[src/hw/cache_pkg.sv]
package cache_pkg;

  // word and line geometry
  localparam int WORD_BITS = 32;
  localparam int LINE_BITS = 128;
  localparam int STRB_BITS = WORD_BITS / 8;
  localparam int WORDS_PER_LINE = LINE_BITS / WORD_BITS;

  // byte offset inside a line where bits [3:2] pick the word
  localparam int OFFSET_BITS = 4;

  // AXI4-Lite address width
  localparam int ADDR_BITS = 32;

  // backing memory operation
  typedef enum logic {
    MEM_READ  = 1'b0,
    MEM_WRITE = 1'b1
  } mem_op_t;

  // AXI response codes
  typedef enum logic [1:0] {
    RESP_OKAY   = 2'b00,
    RESP_SLVERR = 2'b10
  } axi_resp_t;

endpackage
[src/hw/cache_ifs.sv]
`timescale 1ns/100ps

// controller to one cache way
interface bank_if #(
  parameter int NUM_SETS = 8
) ();
  localparam int SET_BITS = $clog2(NUM_SETS);
  localparam int TAG_BITS = cache_pkg::ADDR_BITS - SET_BITS - cache_pkg::OFFSET_BITS;

  logic [cache_pkg::ADDR_BITS-1:0] addr;
  logic                            word_we;
  logic [cache_pkg::WORD_BITS-1:0] wdata;
  logic [cache_pkg::STRB_BITS-1:0] wstrb;
  logic                            fill;
  logic [cache_pkg::LINE_BITS-1:0] fill_line;

  logic                            hit;
  logic                            valid;
  logic                            dirty;
  logic [TAG_BITS-1:0]             victim_tag;
  logic [cache_pkg::LINE_BITS-1:0] line_rdata;
  logic [cache_pkg::WORD_BITS-1:0] word_rdata;

  modport ctrl (
    output addr, word_we, wdata, wstrb, fill, fill_line,
    input  hit, valid, dirty, victim_tag, line_rdata, word_rdata
  );

  modport bank (
    input  addr, word_we, wdata, wstrb, fill, fill_line,
    output hit, valid, dirty, victim_tag, line_rdata, word_rdata
  );
endinterface

// controller to backing memory with one line per request
interface mem_if #(
  parameter int MEM_LINES = 256
) ();
  logic                            req;
  cache_pkg::mem_op_t              op;
  logic [$clog2(MEM_LINES)-1:0]    line_addr;
  logic [cache_pkg::LINE_BITS-1:0] wline;
  logic [cache_pkg::LINE_BITS-1:0] rline;
  logic                            done;

  modport ctrl (output req, op, line_addr, wline, input rline, done);
  modport mem  (input req, op, line_addr, wline, output rline, done);
endinterface

[src/hw/cache_controller.sv]
`timescale 1ns/100ps

module cache_controller #(
  parameter int NUM_SETS  = 8,
  parameter int MEM_LINES = 256
) (
  input  logic                            clk,
  input  logic                            reset,
  input  logic [cache_pkg::ADDR_BITS-1:0] awaddr,
  input  logic                            awvalid,
  output logic                            awready,
  input  logic [cache_pkg::WORD_BITS-1:0] wdata,
  input  logic [cache_pkg::STRB_BITS-1:0] wstrb,
  input  logic                            wvalid,
  output logic                            wready,
  output cache_pkg::axi_resp_t            bresp,
  output logic                            bvalid,
  input  logic                            bready,
  input  logic [cache_pkg::ADDR_BITS-1:0] araddr,
  input  logic                            arvalid,
  output logic                            arready,
  output logic [cache_pkg::WORD_BITS-1:0] rdata,
  output cache_pkg::axi_resp_t            rresp,
  output logic                            rvalid,
  input  logic                            rready,
  bank_if.ctrl                            way0,
  bank_if.ctrl                            way1,
  mem_if.ctrl                             mem
);
  localparam int SET_BITS      = $clog2(NUM_SETS);
  localparam int LINE_NUM_BITS = cache_pkg::ADDR_BITS - cache_pkg::OFFSET_BITS;
  localparam int MEM_ADDR_BITS = $clog2(MEM_LINES);

  typedef enum logic [2:0] {
    IDLE, LOOKUP, WRITEBACK, FILL, ACCESS, RESPOND
  } state_t;

  state_t                          state;
  logic [cache_pkg::ADDR_BITS-1:0] req_addr;
  logic [cache_pkg::WORD_BITS-1:0] req_wdata;
  logic [cache_pkg::STRB_BITS-1:0] req_wstrb;
  logic                            req_write;
  logic                            way_sel;
  logic [NUM_SETS-1:0]             lru_old;
  cache_pkg::axi_resp_t            resp_q;

  logic                     accept_write;
  logic                     accept_read;
  logic [SET_BITS-1:0]      set_idx;
  logic [LINE_NUM_BITS-1:0] req_line;
  logic                     in_range;
  logic                     hit_any;
  logic                     victim;
  logic                     victim_dirty;
  logic [LINE_NUM_BITS-1:0] victim_line;

  // writes win over reads when both are offered
  assign accept_write = (state == IDLE) && awvalid && wvalid;
  assign accept_read  = (state == IDLE) && arvalid && !(awvalid && wvalid);
  assign awready = accept_write;
  assign wready  = accept_write;
  assign arready = accept_read;
  assign bresp   = resp_q;
  assign rresp   = resp_q;

  assign set_idx  = req_addr[cache_pkg::OFFSET_BITS +: SET_BITS];
  assign req_line = req_addr[cache_pkg::ADDR_BITS-1:cache_pkg::OFFSET_BITS];
  assign in_range = req_line < LINE_NUM_BITS'(MEM_LINES);
  assign hit_any  = way0.hit || way1.hit;

  // invalid way first, else the one marked old
  assign victim = !way0.valid ? 1'b0 : (!way1.valid ? 1'b1 : lru_old[set_idx]);
  assign victim_dirty = victim ? (way1.valid && way1.dirty) : (way0.valid && way0.dirty);
  assign victim_line  = victim ? {way1.victim_tag, set_idx} : {way0.victim_tag, set_idx};

  // both ways see the same request
  assign way0.addr      = req_addr;
  assign way1.addr      = req_addr;
  assign way0.wdata     = req_wdata;
  assign way1.wdata     = req_wdata;
  assign way0.wstrb     = req_wstrb;
  assign way1.wstrb     = req_wstrb;
  assign way0.fill_line = mem.rline;
  assign way1.fill_line = mem.rline;

  assign way0.word_we = (state == ACCESS) && req_write && !way_sel;
  assign way1.word_we = (state == ACCESS) && req_write && way_sel;
  assign way0.fill    = (state == FILL) && mem.req && mem.done && !way_sel;
  assign way1.fill    = (state == FILL) && mem.req && mem.done && way_sel;

  always_ff @(posedge clk) begin
    if (reset) begin
      state   <= IDLE;
      bvalid  <= 1'b0;
      rvalid  <= 1'b0;
      mem.req <= 1'b0;
      lru_old <= '0;
    end else begin
      unique case (state)
        IDLE: begin
          if (accept_write || accept_read) state <= LOOKUP;
        end
        LOOKUP: begin
          if (!in_range) begin
            bvalid <= req_write;
            rvalid <= !req_write;
            state  <= RESPOND;
          end else if (hit_any) begin
            state <= ACCESS;
          end else if (victim_dirty) begin
            mem.req <= 1'b1;
            state   <= WRITEBACK;
          end else begin
            state <= FILL;
          end
        end
        WRITEBACK: begin
          if (mem.done) begin
            mem.req <= 1'b0;
            state   <= FILL;
          end
        end
        FILL: begin
          // one idle cycle after a write-back, then the read request
          if (!mem.req) begin
            mem.req <= 1'b1;
          end else if (mem.done) begin
            mem.req <= 1'b0;
            state   <= ACCESS;
          end
        end
        ACCESS: begin
          lru_old[set_idx] <= !way_sel;
          bvalid <= req_write;
          rvalid <= !req_write;
          state  <= RESPOND;
        end
        RESPOND: begin
          if ((bvalid && bready) || (rvalid && rready)) begin
            bvalid <= 1'b0;
            rvalid <= 1'b0;
            state  <= IDLE;
          end
        end
        default: state <= IDLE;
      endcase
    end
  end

  // request fields, memory command and read data
  always_ff @(posedge clk) begin
    if (accept_write) begin
      req_addr  <= awaddr;
      req_wdata <= wdata;
      req_wstrb <= wstrb;
      req_write <= 1'b1;
    end else if (accept_read) begin
      req_addr  <= araddr;
      req_write <= 1'b0;
    end
    if (state == LOOKUP) begin
      way_sel       <= hit_any ? way1.hit : victim;
      resp_q        <= in_range ? cache_pkg::RESP_OKAY : cache_pkg::RESP_SLVERR;
      rdata         <= '0;
      mem.op        <= cache_pkg::MEM_WRITE;
      mem.line_addr <= victim_line[MEM_ADDR_BITS-1:0];
      mem.wline     <= victim ? way1.line_rdata : way0.line_rdata;
    end
    if (state == FILL && !mem.req) begin
      mem.op        <= cache_pkg::MEM_READ;
      mem.line_addr <= req_line[MEM_ADDR_BITS-1:0];
    end
    if (state == ACCESS && !req_write) begin
      rdata <= way_sel ? way1.word_rdata : way0.word_rdata;
    end
  end

  // a line lives in at most one way
  a_single_hit: assert property (
    @(posedge clk) disable iff (reset) !(way0.hit && way1.hit)
  );

endmodule

[src/flat_wrapper.sv]
// flat-port wrapper written by rule: the top's interface ports become plain ports
module cache_controller_flat 
#(
  parameter int NUM_SETS  = 8,
  parameter int MEM_LINES = 256
)
  (clk, reset, awaddr, awvalid, awready, wdata, wstrb, wvalid, wready, bresp, bvalid, bready, araddr, arvalid, arready, rdata, rresp, rvalid, rready, way0_addr, way0_word_we, way0_wdata, way0_wstrb, way0_fill, way0_fill_line, way0_hit, way0_valid, way0_dirty, way0_victim_tag, way0_line_rdata, way0_word_rdata, way1_addr, way1_word_we, way1_wdata, way1_wstrb, way1_fill, way1_fill_line, way1_hit, way1_valid, way1_dirty, way1_victim_tag, way1_line_rdata, way1_word_rdata, mem_req, mem_op, mem_line_addr, mem_wline, mem_rline, mem_done);
  bank_if #(.NUM_SETS(NUM_SETS)) way0_i ();
  bank_if #(.NUM_SETS(NUM_SETS)) way1_i ();
  mem_if #(.MEM_LINES(MEM_LINES)) mem_i ();
  input  logic clk;
  input  logic reset;
  input  logic [cache_pkg::ADDR_BITS-1:0] awaddr;
  input  logic awvalid;
  output logic awready;
  input  logic [cache_pkg::WORD_BITS-1:0] wdata;
  input  logic [cache_pkg::STRB_BITS-1:0] wstrb;
  input  logic wvalid;
  output logic wready;
  output cache_pkg::axi_resp_t bresp;
  output logic bvalid;
  input  logic bready;
  input  logic [cache_pkg::ADDR_BITS-1:0] araddr;
  input  logic arvalid;
  output logic arready;
  output logic [cache_pkg::WORD_BITS-1:0] rdata;
  output cache_pkg::axi_resp_t rresp;
  output logic rvalid;
  input  logic rready;
  output wire logic [$bits(way0_i.addr)-1:0] way0_addr;
  output wire logic [$bits(way0_i.word_we)-1:0] way0_word_we;
  output wire logic [$bits(way0_i.wdata)-1:0] way0_wdata;
  output wire logic [$bits(way0_i.wstrb)-1:0] way0_wstrb;
  output wire logic [$bits(way0_i.fill)-1:0] way0_fill;
  output wire logic [$bits(way0_i.fill_line)-1:0] way0_fill_line;
  input wire logic [$bits(way0_i.hit)-1:0] way0_hit;
  input wire logic [$bits(way0_i.valid)-1:0] way0_valid;
  input wire logic [$bits(way0_i.dirty)-1:0] way0_dirty;
  input wire logic [$bits(way0_i.victim_tag)-1:0] way0_victim_tag;
  input wire logic [$bits(way0_i.line_rdata)-1:0] way0_line_rdata;
  input wire logic [$bits(way0_i.word_rdata)-1:0] way0_word_rdata;
  output wire logic [$bits(way1_i.addr)-1:0] way1_addr;
  output wire logic [$bits(way1_i.word_we)-1:0] way1_word_we;
  output wire logic [$bits(way1_i.wdata)-1:0] way1_wdata;
  output wire logic [$bits(way1_i.wstrb)-1:0] way1_wstrb;
  output wire logic [$bits(way1_i.fill)-1:0] way1_fill;
  output wire logic [$bits(way1_i.fill_line)-1:0] way1_fill_line;
  input wire logic [$bits(way1_i.hit)-1:0] way1_hit;
  input wire logic [$bits(way1_i.valid)-1:0] way1_valid;
  input wire logic [$bits(way1_i.dirty)-1:0] way1_dirty;
  input wire logic [$bits(way1_i.victim_tag)-1:0] way1_victim_tag;
  input wire logic [$bits(way1_i.line_rdata)-1:0] way1_line_rdata;
  input wire logic [$bits(way1_i.word_rdata)-1:0] way1_word_rdata;
  output wire logic [$bits(mem_i.req)-1:0] mem_req;
  output wire logic [$bits(mem_i.op)-1:0] mem_op;
  output wire logic [$bits(mem_i.line_addr)-1:0] mem_line_addr;
  output wire logic [$bits(mem_i.wline)-1:0] mem_wline;
  input wire logic [$bits(mem_i.rline)-1:0] mem_rline;
  input wire logic [$bits(mem_i.done)-1:0] mem_done;
  assign way0_addr = way0_i.addr;
  assign way0_word_we = way0_i.word_we;
  assign way0_wdata = way0_i.wdata;
  assign way0_wstrb = way0_i.wstrb;
  assign way0_fill = way0_i.fill;
  assign way0_fill_line = way0_i.fill_line;
  assign way0_i.hit = way0_hit;
  assign way0_i.valid = way0_valid;
  assign way0_i.dirty = way0_dirty;
  assign way0_i.victim_tag = way0_victim_tag;
  assign way0_i.line_rdata = way0_line_rdata;
  assign way0_i.word_rdata = way0_word_rdata;
  assign way1_addr = way1_i.addr;
  assign way1_word_we = way1_i.word_we;
  assign way1_wdata = way1_i.wdata;
  assign way1_wstrb = way1_i.wstrb;
  assign way1_fill = way1_i.fill;
  assign way1_fill_line = way1_i.fill_line;
  assign way1_i.hit = way1_hit;
  assign way1_i.valid = way1_valid;
  assign way1_i.dirty = way1_dirty;
  assign way1_i.victim_tag = way1_victim_tag;
  assign way1_i.line_rdata = way1_line_rdata;
  assign way1_i.word_rdata = way1_word_rdata;
  assign mem_req = mem_i.req;
  assign mem_op = mem_i.op;
  assign mem_line_addr = mem_i.line_addr;
  assign mem_wline = mem_i.wline;
  assign mem_i.rline = mem_rline;
  assign mem_i.done = mem_done;
  cache_controller #(.NUM_SETS(NUM_SETS), .MEM_LINES(MEM_LINES)) u_core (.clk(clk), .reset(reset), .awaddr(awaddr), .awvalid(awvalid), .awready(awready), .wdata(wdata), .wstrb(wstrb), .wvalid(wvalid), .wready(wready), .bresp(bresp), .bvalid(bvalid), .bready(bready), .araddr(araddr), .arvalid(arvalid), .arready(arready), .rdata(rdata), .rresp(rresp), .rvalid(rvalid), .rready(rready), .way0(way0_i), .way1(way1_i), .mem(mem_i));
endmodule
[config.mk]
export PLATFORM = sky130hd
export DESIGN_NAME = cache_controller_flat
export DESIGN_NICKNAME = d
export VERILOG_FILES = /design/src/hw/cache_pkg.sv /design/src/hw/cache_ifs.sv /design/src/hw/cache_controller.sv /design/src/flat_wrapper.sv
export SDC_FILE = /design/constraint.sdc
export NUM_CORES = 1
export LEC_CHECK = 0
export ABC_CLOCK_PERIOD_IN_PS = 5900
export BUFFER_PORTS_ARGS = -buffer_cell sky130_fd_sc_hd__buf_2
export CELL_PAD_IN_SITES_DETAIL_PLACEMENT = 1
export CELL_PAD_IN_SITES_GLOBAL_PLACEMENT = 1
export CORE_AREA = 2 2 468 470
export DETAILED_ROUTE_END_ITERATION = 12
export DIE_AREA = 0 0 470 472
export PLACE_DENSITY = 0.38
export RECOVER_POWER = 50
export REMOVE_ABC_BUFFERS = 1
export SYNTH_ARGS = -nofsm -noshare
export SYNTH_HDL_FRONTEND = slang
export SYNTH_SLANG_ARGS = --single-unit
[constraint.sdc]
create_clock -name clk -period 5.9 [get_ports clk]
set_input_delay 0.59 -clock clk [delete_from_list [all_inputs] [get_ports clk]]
set_output_delay 0.59 -clock clk [all_outputs]
set_load 0.05 [all_outputs]
==> results of run 1 <==
[worst max path at each step]
stage,end,depth (start not counted),start
2_1_floorplan,u_core.mem.wline[0],4,u_core.way0.addr[6]
3_3_place_gp,u_core.mem.wline[34],5,u_core.way0.addr[4]
3_5_place_dp,u_core.mem.wline[65],5,u_core.way0.addr[4]
4_1_cts,u_core.mem.wline[49],5,u_core.way0.addr[4]
5_1_grt,wready,3,u_core.state[0]
6_report,awready,3,u_core.state[1]
[layout by cell type, fill, tap and decap left out, types with 10 or more instances in the layout]
master	synthesis	routed
a211oi_1	11	11
buf_2	5	539
clkbuf_1	17	231
clkbuf_16	0	38
clkinv_1	0	11
dfxtp_1	16	16
diode_2	0	15
edfxtp_1	238	238
mux2_1	100	100
mux2_2	51	51
mux2i_1	32	32
nand2_1	19	18
nor2_1	61	61
nor3_1	10	10
[sequential cells by signal (all words and copies together), names as in the netlist, 3 cells and up]
signal / count
u_core.lru_old: 8
u_core.way0.wdata: 32
u_core.way0.wstrb: 4
u_core.mem.line_addr: 8
u_core.way0.addr: 32
u_core.rdata: 32
u_core.mem.wline: 128
u_core.state: 3
[logic make-up (layout without fill, tap and decap cells)]
family | count (synthesis) | after routing | synth area share (%)
other | 1 | 17 | 0.02827
AND/OR/NAND/NOR | 117 | 117 | 3.915
flip-flops | 254 | 254 | 56.30
multiplexers | 195 | 195 | 16.70
buffers and inverters | 369 | 843 | 20.42
AO/OA/AOI/OAI | 48 | 48 | 2.632
[final cells by class]
cell class                      count  area, um2
Sequential cell                   254       7467
Clock buffer                       48      988.4
Antenna cell                       15      37.54
Fill cell                       25640     197500
Tap cell                         2854       3571
Multi-Input combinational cell    362       3113
Clock inverter                     20      186.4
Inverter                            6      27.53
Timing Repair Buffer              769       3620
[critical path, cell delays in order (launching register included)]
cell and delay [ns]:
dfxtp_1 0.46, nor3_1 0.31, and3_1 1.45, buf_2 0.48
[stage by stage]
stage | cells | hold slack, ns
5_1_grt | 4320 | 0.08601
2_1_floorplan | 622 | 0.4699
3_5_place_dp | 4245 | 0.4649
4_1_cts | 4313 | 0.05895
3_3_place_gp | 4245 | 0.4511
6_report | 4328 | 0.1482
[layer usage]
metal | wire, um | GRT usage [%] | share of wire (%)
met1 | 50240 | 12.55 | 38
met2 | 48160 | 14.64 | 37
met3 | 28310 | 11.48 | 21
met4 | 2549 | 2.398 | 1.9
met5 | 2679 | 9.280 | 2.0
[where the power goes]
group	switching [W]	internal, W	leakage [nW]
registers	0.000134	0.00231	2.39
clock network	0.000979	0.00132	0.564
logic	0.00154	0.000378	3.62
total	0.00265	0.00401	6.57
==> results_dict.tcl, run 1 <==
set metrics [dict create \
    setup_slack_ns 1.990 \
    crit_type "flip-flop to output port" \
    violations "capacitance limit, slew limit" \
    synth_top_area_share_pct 53.89 \
    vias_per_cell 2.556 \
    worstHoldStart "wdata[9]" \
    clk_pin_slew_ns 0.06 \
    utilization_pct 8.780 \
    total_power_w 0.006660 \
    ys.flop_type "edfxtp_1" \
    htreeDepth 2 \
    cts-buffers-inserted 38 \
    die_w_um 470 \
    drt_first_pass_iters 5 \
    place_area_mm2 0.01809 \
    cts_root_buf "clkbuf_16" \
    gp_congestion 0.8042 \
    p_leak_nw 6.572 \
    wl_per_cell_um 30.49 \
    tightest_slew_ns 1.840 \
    max_clock_freq_ghz 0.2558 \
    fin_crit_sh_pct 66.27 \
    drt_iter0_drc 1055 \
    fin_area_mm2 0.01901 \
    dp.final_hpwl_um 109800 \
    die_y_um 472 \
    tns_ns 0 \
    cts_tree "built" \
    cts-resized-gates 0 \
    num_rows 171 \
    irDropWorstVdd_v 0.0001528 \
    required_ns 5.31 \
    clk_path_buf_depth 3 \
    grt_pass1_wl_um 155600 \
    yosysTopAreaCell "edfxtp_1" \
    port-buffer-count 760 \
    synth_seq_area_share_pct 56.30 \
    syn_area_per_cell_um2 13.48 \
    nets 2043 \
    holdPathEnd "u_core.way0.wdata[9]" \
    rr_worst_depth 4 \
    cts_sinks 254 \
    clock_skew_ns 0.02548 \
    synth_most_common_cell "buf_4" \
    setup_viol 0 \
    slew_viol_final 36 \
    pre_cts_slack_ns 2.422 \
    regToRegSetupSlack_ns 2.35 \
    hold_path_class "input pin to flip-flop" \
    min_path_cells 1 \
    status "finished, violations left" \
    drt_wl_total_um 131900 \
    synth-seq-cells 254 \
    maxCapViolCount 1 \
    drive_gt1_share_pct 45.51 \
    num_vias 11062 \
    mappedNetlistArea_mm2 0.01326 \
    grt_start_max_net_pins 101 \
    synthToLayoutAreaGrowth_pct 43.34 \
    synth_commonest_cells "buf_4, edfxtp_1, mux2_1, nor2_1, mux2_2" \
    syn_inst 984 \
    grt_pass1_vias 10641 \
    arrival_ns 3.32 \
    cts_hold_buf 0 \
    gr-total-overflow 0 \
    coreArea_mm2 0.2165 \
    ant_nets 0 \
    final-hold-violation-count 0 \
    grt_usage_pct 11.51 \
    dieArea_mm2 0.2218 \
    ys_warn_count 0 \
    synth_edf_count 238 \
    critPathMaxFanout 35 \
    cp-end-kind "output port" \
    antenna_found_initial 63 \
    start_util_pct 6.125 \
    async_flop_share_pct 0 \
    io_pins 1187 \
    slew-limit-headroom_pct -22.65 \
    period_needed_ns 3.910 \
    clk_latency_ns 0.62 \
    yosys-top-cells-area "edfxtp_1, buf_4, mux2_1" \
    drc 0 \
    p_per_area_mw_per_mm2 350.3 \
    rsz0062_at_grt "no" \
    cts_setup_buffers 0 \
    synthDistinctLibCells 45 \
    reg2reg_from "u_core.state[1]" \
    r2r_end "u_core.way0.addr[28]" \
    worst_setup_path_start_kind "flip-flop" \
]
Power figures use the tool's default switching activity.
==> run 2: changes to the inputs <==
- ABC_CLOCK_PERIOD_IN_PS: 5900 -> 3500
- CORE_AREA: 2 2 468 470 -> 2 2 467 469
- DIE_AREA: 0 0 470 472 -> 0 0 469 471
- PLACE_DENSITY: 0.38 -> 0.39
- clock period: 5.9 -> 3.5 ns (I/O delays scaled with it)
==> results_dict.tcl, run 2 (same netlist as run 1, synthesis figures left out) <==
set metrics [dict create \
    cts_sinks 254 \
    arrival_ns 3.52 \
    setup_slack_ns 0.3502 \
    clk_pin_slew_ns 0.06 \
    cts_tree "built" \
    maxCapViolCount 0 \
    critPathMaxFanout 63 \
    num_rows 171 \
    stdcell_count 4692 \
    place_area_mm2 0.01819 \
    regMostFlops "u_core.mem.wline" \
    cp-end-kind "flip-flop" \
    die_w_um 469 \
    ant_nets 0 \
    grt_start_max_net_pins 64 \
    dieArea_mm2 0.2209 \
    gr-total-overflow 0 \
    drc 0 \
    vias_per_cell 2.740 \
    max_clock_freq_ghz 0.3175 \
    nets 2393 \
    drt_first_pass_iters 5 \
    crit_type "flip-flop to flip-flop" \
    cp_num_buf_inv 2 \
    slew_viol_final 0 \
    clk_path_buf_depth 3 \
    grt_pass1_wl_um 180600 \
    worst_setup_path_start_kind "flip-flop" \
    antenna_found_initial 107 \
    largest_register_ffs 128 \
    p_leak_nw 8.045 \
    coreArea_mm2 0.2161 \
    status "completed" \
    required_ns 3.87 \
    fin_crit_sh_pct 90.00 \
    slowest_delay_ns 0.56 \
    p_per_area_mw_per_mm2 530.6 \
    fin_area_mm2 0.02264 \
    drive_gt1_share_pct 36.62 \
    utilization_pct 10.48 \
    drt_iter0_drc 994 \
    final-hold-violation-count 0 \
    port-buffer-count 760 \
    irDropWorstVdd_v 0.0002871 \
    total_power_w 0.01201 \
    cts-buffers-inserted 40 \
    setup_viol 0 \
    pre_cts_slack_ns 0.4705 \
    wl_per_cell_um 33.01 \
    layout_commonest_cell "buf_2" \
    num_vias 12858 \
    dp.final_hpwl_um 129500 \
    clk_latency_ns 0.63 \
    io_pins 1187 \
    period_needed_ns 3.150 \
    htreeDepth 2 \
    dp.cells 4254 \
    rsz0062_at_grt "no" \
    critPathTopFamily "multiplexers" \
    cts_root_buf "clkbuf_16" \
    gp_congestion 0.9038 \
    die_y_um 471 \
    drt_wl_total_um 154900 \
    start_util_pct 6.137 \
    synthToLayoutAreaGrowth_pct 70.72 \
    critical-path-slowest-cell "mux4_2" \
    slew-limit-headroom_pct 36.09 \
    clock_skew_ns 0.03529 \
    grt_usage_pct 13.54 \
    path_cells "mux4_2, mux2i_2, a21boi_4, buf_12, mux2_4, dlygate4sd3_1" \
    hold_path_class "input pin to flip-flop" \
    tightest_slew_ns 0.9628 \
    grt_pass1_vias 12551 \
    layout_common_cells "buf_2, dlygate4sd3_1, clkbuf_1" \
]
==> run 2: cell count changes in the layout (fill, tap and decap cells not counted), sizes merged <==
| cell | delta |
|---|---|
| dlygate4sd3 | +338 |
| clkbuf | +30 |
| buf | -14 |
| diode | +10 |
| clkinv | -4 |
| inv | +4 |
| bufinv | -1 |
| clkinvlp | +1 |
==> run 2: area by class of cell <==
| cell class | count | area, um2 |
|---|---|---|
| Inverter | 6 | 27.53 |
| Timing Repair Buffer | 1117 | 7084 |
| Fill cell | 25471 | 193500 |
| Sequential cell | 254 | 7467 |
| Multi-Input combinational cell | 362 | 3126 |
| Tap cell | 2854 | 3571 |
| Clock buffer | 54 | 1105 |
| Clock inverter | 20 | 198.9 |
| Antenna cell | 25 | 62.56 |
==> run 2: power breakdown <==
part           switching, W  internal (W)  leakage (nW)
Sequential         0.000275       0.00389          2.39
Clock               0.00178       0.00239         0.630
Combinational       0.00274      0.000933          5.03
==> run 2: worst paths after layout <==
kind	start	end	slack [ns]	cells past startpoint
hold / removal	way1_line_rdata[82]	u_core.mem.wline[82]	0.05	2
setup reg to reg	u_core.way0.addr[4]	u_core.mem.wline[123]	0.35	6
hold reg to reg	u_core.mem.op	u_core.mem.op	0.47	2
setup / recovery	u_core.way0.addr[4]	u_core.mem.wline[123]	0.35	6
==> run 2: repair_timing <==
action	4_1_cts	5_1_grt
buffers inserted	0	1
setup endpoints to repair	0	15
hold buffers	338	0
hold endpoints to repair	203	0
resized for setup	0	0
==> run 2: stage by stage <==
stage | TNS (ns) | hold slack (ns)
global placement | 0 | 0.4534
CTS | 0 | 0.0007205
global route | 0 | 0.02795
detailed placement | 0 | 0.4613
finish | 0 | 0.05187
floorplan | -777.36 | 0.4191
==> run 2: per-layer routing <==
metal / share of wire, % / up-vias / track usage (%)
met5: 2.1 / - / 9.486
met4: 2.8 / 91 / 3.468
met3: 21 / 309 / 13.86
met2: 38 / 1522 / 18.07
met1: 36 / 6105 / 13.75
li1: - / 4831 / -
==> run 2: worst register-to-register path, cell delays in order (launching register included) <==
cell           delay, ns
edfxtp_1            0.51
mux4_2              0.56
mux2i_2             0.36
a21boi_4            0.20
buf_12              0.24
mux2_4              0.49
dlygate4sd3_1       0.56
==> run 3: changes to the inputs <==
- ABC_AREA: unset -> 1
- CORE_AREA: 2 2 467 469 -> 2 2 462 464
- DIE_AREA: 0 0 469 471 -> 0 0 464 466
- PLACE_DENSITY: 0.39 -> 0.4
==> results_dict.tcl, run 3 <==
set metrics [dict create \
    yosys-top-cells-area "edfxtp_1, buf_4, nand2_1" \
    antenna_found_initial 84 \
    fillerInstances 25297 \
    num_rows 169 \
    slew-limit-headroom_pct -39.46 \
    synthToLayoutAreaGrowth_pct 68.01 \
    clk_path_buf_depth 3 \
    syn_inst 1392 \
    cp-end-kind "flip-flop" \
    regToRegSetupSlack_ns 0.27 \
    dp.final_hpwl_um 127400 \
    cts-buffers-inserted 39 \
    cts_tree "built" \
    grt_pass1_vias 13721 \
    regMostFlops "u_core.mem.wline" \
    total_power_w 0.01658 \
    synthDistinctLibCells 28 \
    irDropWorstVdd_v 0.0006306 \
    tightest_slew_ns 2.092 \
    ys_warn_count 0 \
    num_vias 14259 \
    port-buffer-count 760 \
    min_path_cells 3 \
    wl_per_cell_um 30.80 \
    p_per_area_mw_per_mm2 748.8 \
    async_flop_share_pct 0 \
    max_clock_freq_ghz 0.3097 \
    drt_wl_total_um 154400 \
    die_w_um 464 \
    drt_first_pass_iters 5 \
    drc 0 \
    fin_crit_sh_pct 92.26 \
    yosysTopAreaCell "edfxtp_1" \
    grt_pass1_wl_um 183600 \
    path_cells "inv_1, nor2_1, nand3_1, nand2_1, nor2_1, nand2_2, nand2_8, inv_6, buf_12, buf_12, nand2_1, nand2_1, dlygate4sd3_1" \
    synth_edf_count 238 \
    grt_usage_pct 13.75 \
    slowest_delay_ns 0.62 \
    synth_top_area_share_pct 54.21 \
    cts-resized-gates 0 \
    grt_start_max_net_pins 107 \
    rsz0062_at_grt "no" \
    gr-total-overflow 0 \
    drive_gt1_share_pct 28.12 \
    ant_nets 0 \
    synth-seq-cells 254 \
    rr_worst_depth 13 \
    synth_most_common_cell "nand2_1" \
    coreArea_mm2 0.2112 \
    synth_seq_area_share_pct 56.64 \
    vias_per_cell 2.845 \
    setup_slack_ns 0.2710 \
    io_pins 1187 \
    cts_sinks 254 \
    start_util_pct 6.241 \
    cts_root_buf "clkbuf_16" \
    layout_common_cells "nand2_1, buf_2, dlygate4sd3_1" \
    crit_type "flip-flop to flip-flop" \
    setup_viol 0 \
    clk_pin_slew_ns 0.06 \
    required_ns 3.98 \
    violations "capacitance limit, slew limit" \
    arrival_ns 3.71 \
    clk_latency_ns 0.64 \
    slew_viol_final 107 \
    status "finished, violations left" \
    p_leak_nw 8.778 \
    synth_commonest_cells "nand2_1, buf_4, edfxtp_1, a21oi_1, nor2_1" \
    hold_path_class "input pin to flip-flop" \
    mappedNetlistArea_mm2 0.01318 \
    period_needed_ns 3.229 \
    syn_area_per_cell_um2 9.470 \
    cp_common_cell "nand2_1" \
    largest_register_ffs 128 \
    pre_cts_slack_ns 0.6245 \
    final-hold-violation-count 0 \
    die_y_um 466 \
    maxCapViolCount 1 \
    htreeDepth 2 \
    drt_iter0_drc 1191 \
    gp_congestion 0.9642 \
    critPathMaxFanout 38 \
    ys.flop_type "edfxtp_1" \
    layout_commonest_cell "nand2_1" \
    critical-path-slowest-cell "edfxtp_1" \
    worst_setup_path_start_kind "flip-flop" \
    dieArea_mm2 0.2162 \
    nets 2754 \
    clock_skew_ns 0.03313 \
]
==> run 3: changes by cell type after synthesis, sizes merged, moves of 8 or more <==
cell / delta
a211oi: -11
a21oi: +38
buf: +10
inv: +26
mux2: -160
mux2i: -33
nand2: +576
nand3: +8
nor2: -14
o21ai: +9
==> run 3: where the power goes <==
group	internal [W]	leakage [nW]	switching, W
sequential	0.00461	2.38	0.000517
clock	0.00241	0.621	0.00178
combinational	0.00135	5.77	0.00592
==> run 3: final timing paths <==
kind	startpoint	end
worst max-delay path	u_core.way0.addr[6]	u_core.mem.wline[79]
worst min-delay path	way1_line_rdata[46]	u_core.mem.wline[46]
worst max register to register	u_core.way0.addr[6]	u_core.mem.wline[79]
worst min register to register	u_core.req_write	u_core.bvalid
==> run 3: cell families after synthesis <==
kind of cell	synth area share, %
compound gates	2.762
buf+inv	21.39
flops	56.64
other cells	0.02845
simple gates	19.17
==> run 3: area by class of cell <==
| class | count | area [um2] | share of cell area (%) |
|---|---|---|---|
| repair buffers | 1082 | 6764 | 30.54 |
| clock inverters | 22 | 251.5 | 1.135 |
| multi-input cells | 732 | 2924 | 13.20 |
| inverters | 33 | 130.1 | 0.5875 |
| diodes | 18 | 45.04 | 0.2034 |
| well taps | 2821 | 3530 | 15.94 |
| flip-flops and latches | 254 | 7467 | 33.71 |
| clock buffers | 50 | 1037 | 4.683 |
==> run 3: metal layers <==
metal,part of all wire (%),GRT usage (%),vias up
li1,-,-,5675
met1,37,14.42,6705
met2,36,17.29,1499
met3,21,13.90,288
met4,3.8,4.753,92
met5,2.1,9.903,-
==> run 3: worst max-delay path: cells and delay by family, from the launching register on <==
| family | cells | cell delay [ns] |
|---|---|---|
| and+or+nand+nor | 8 | 0.80 |
| DFF | 1 | 0.62 |
| buffers and inverters | 5 | 1.54 |
==> run 3: metrics by stage <==
step	hold slack, ns	util, %	std cells	instance area [um2]	setup TNS [ns]
after floorplan	0.4191	-	1019	10490	-536.93
after global placement	0.4594	8.568	4619	18100	0
after detailed placement	0.4661	8.568	4619	18100	0
after CTS	0.0001508	10.60	4992	22400	0
after global routing	0.01016	10.48	5009	22140	0
final	0.03205	10.49	5012	22150	0
==> run 3: repair_timing <==
action / CTS / global route
setup endpoints to repair: 0 / 21
hold endpoints to repair: 204 / 0
hold buffers: 301 / 0
buffers inserted: 0 / 2
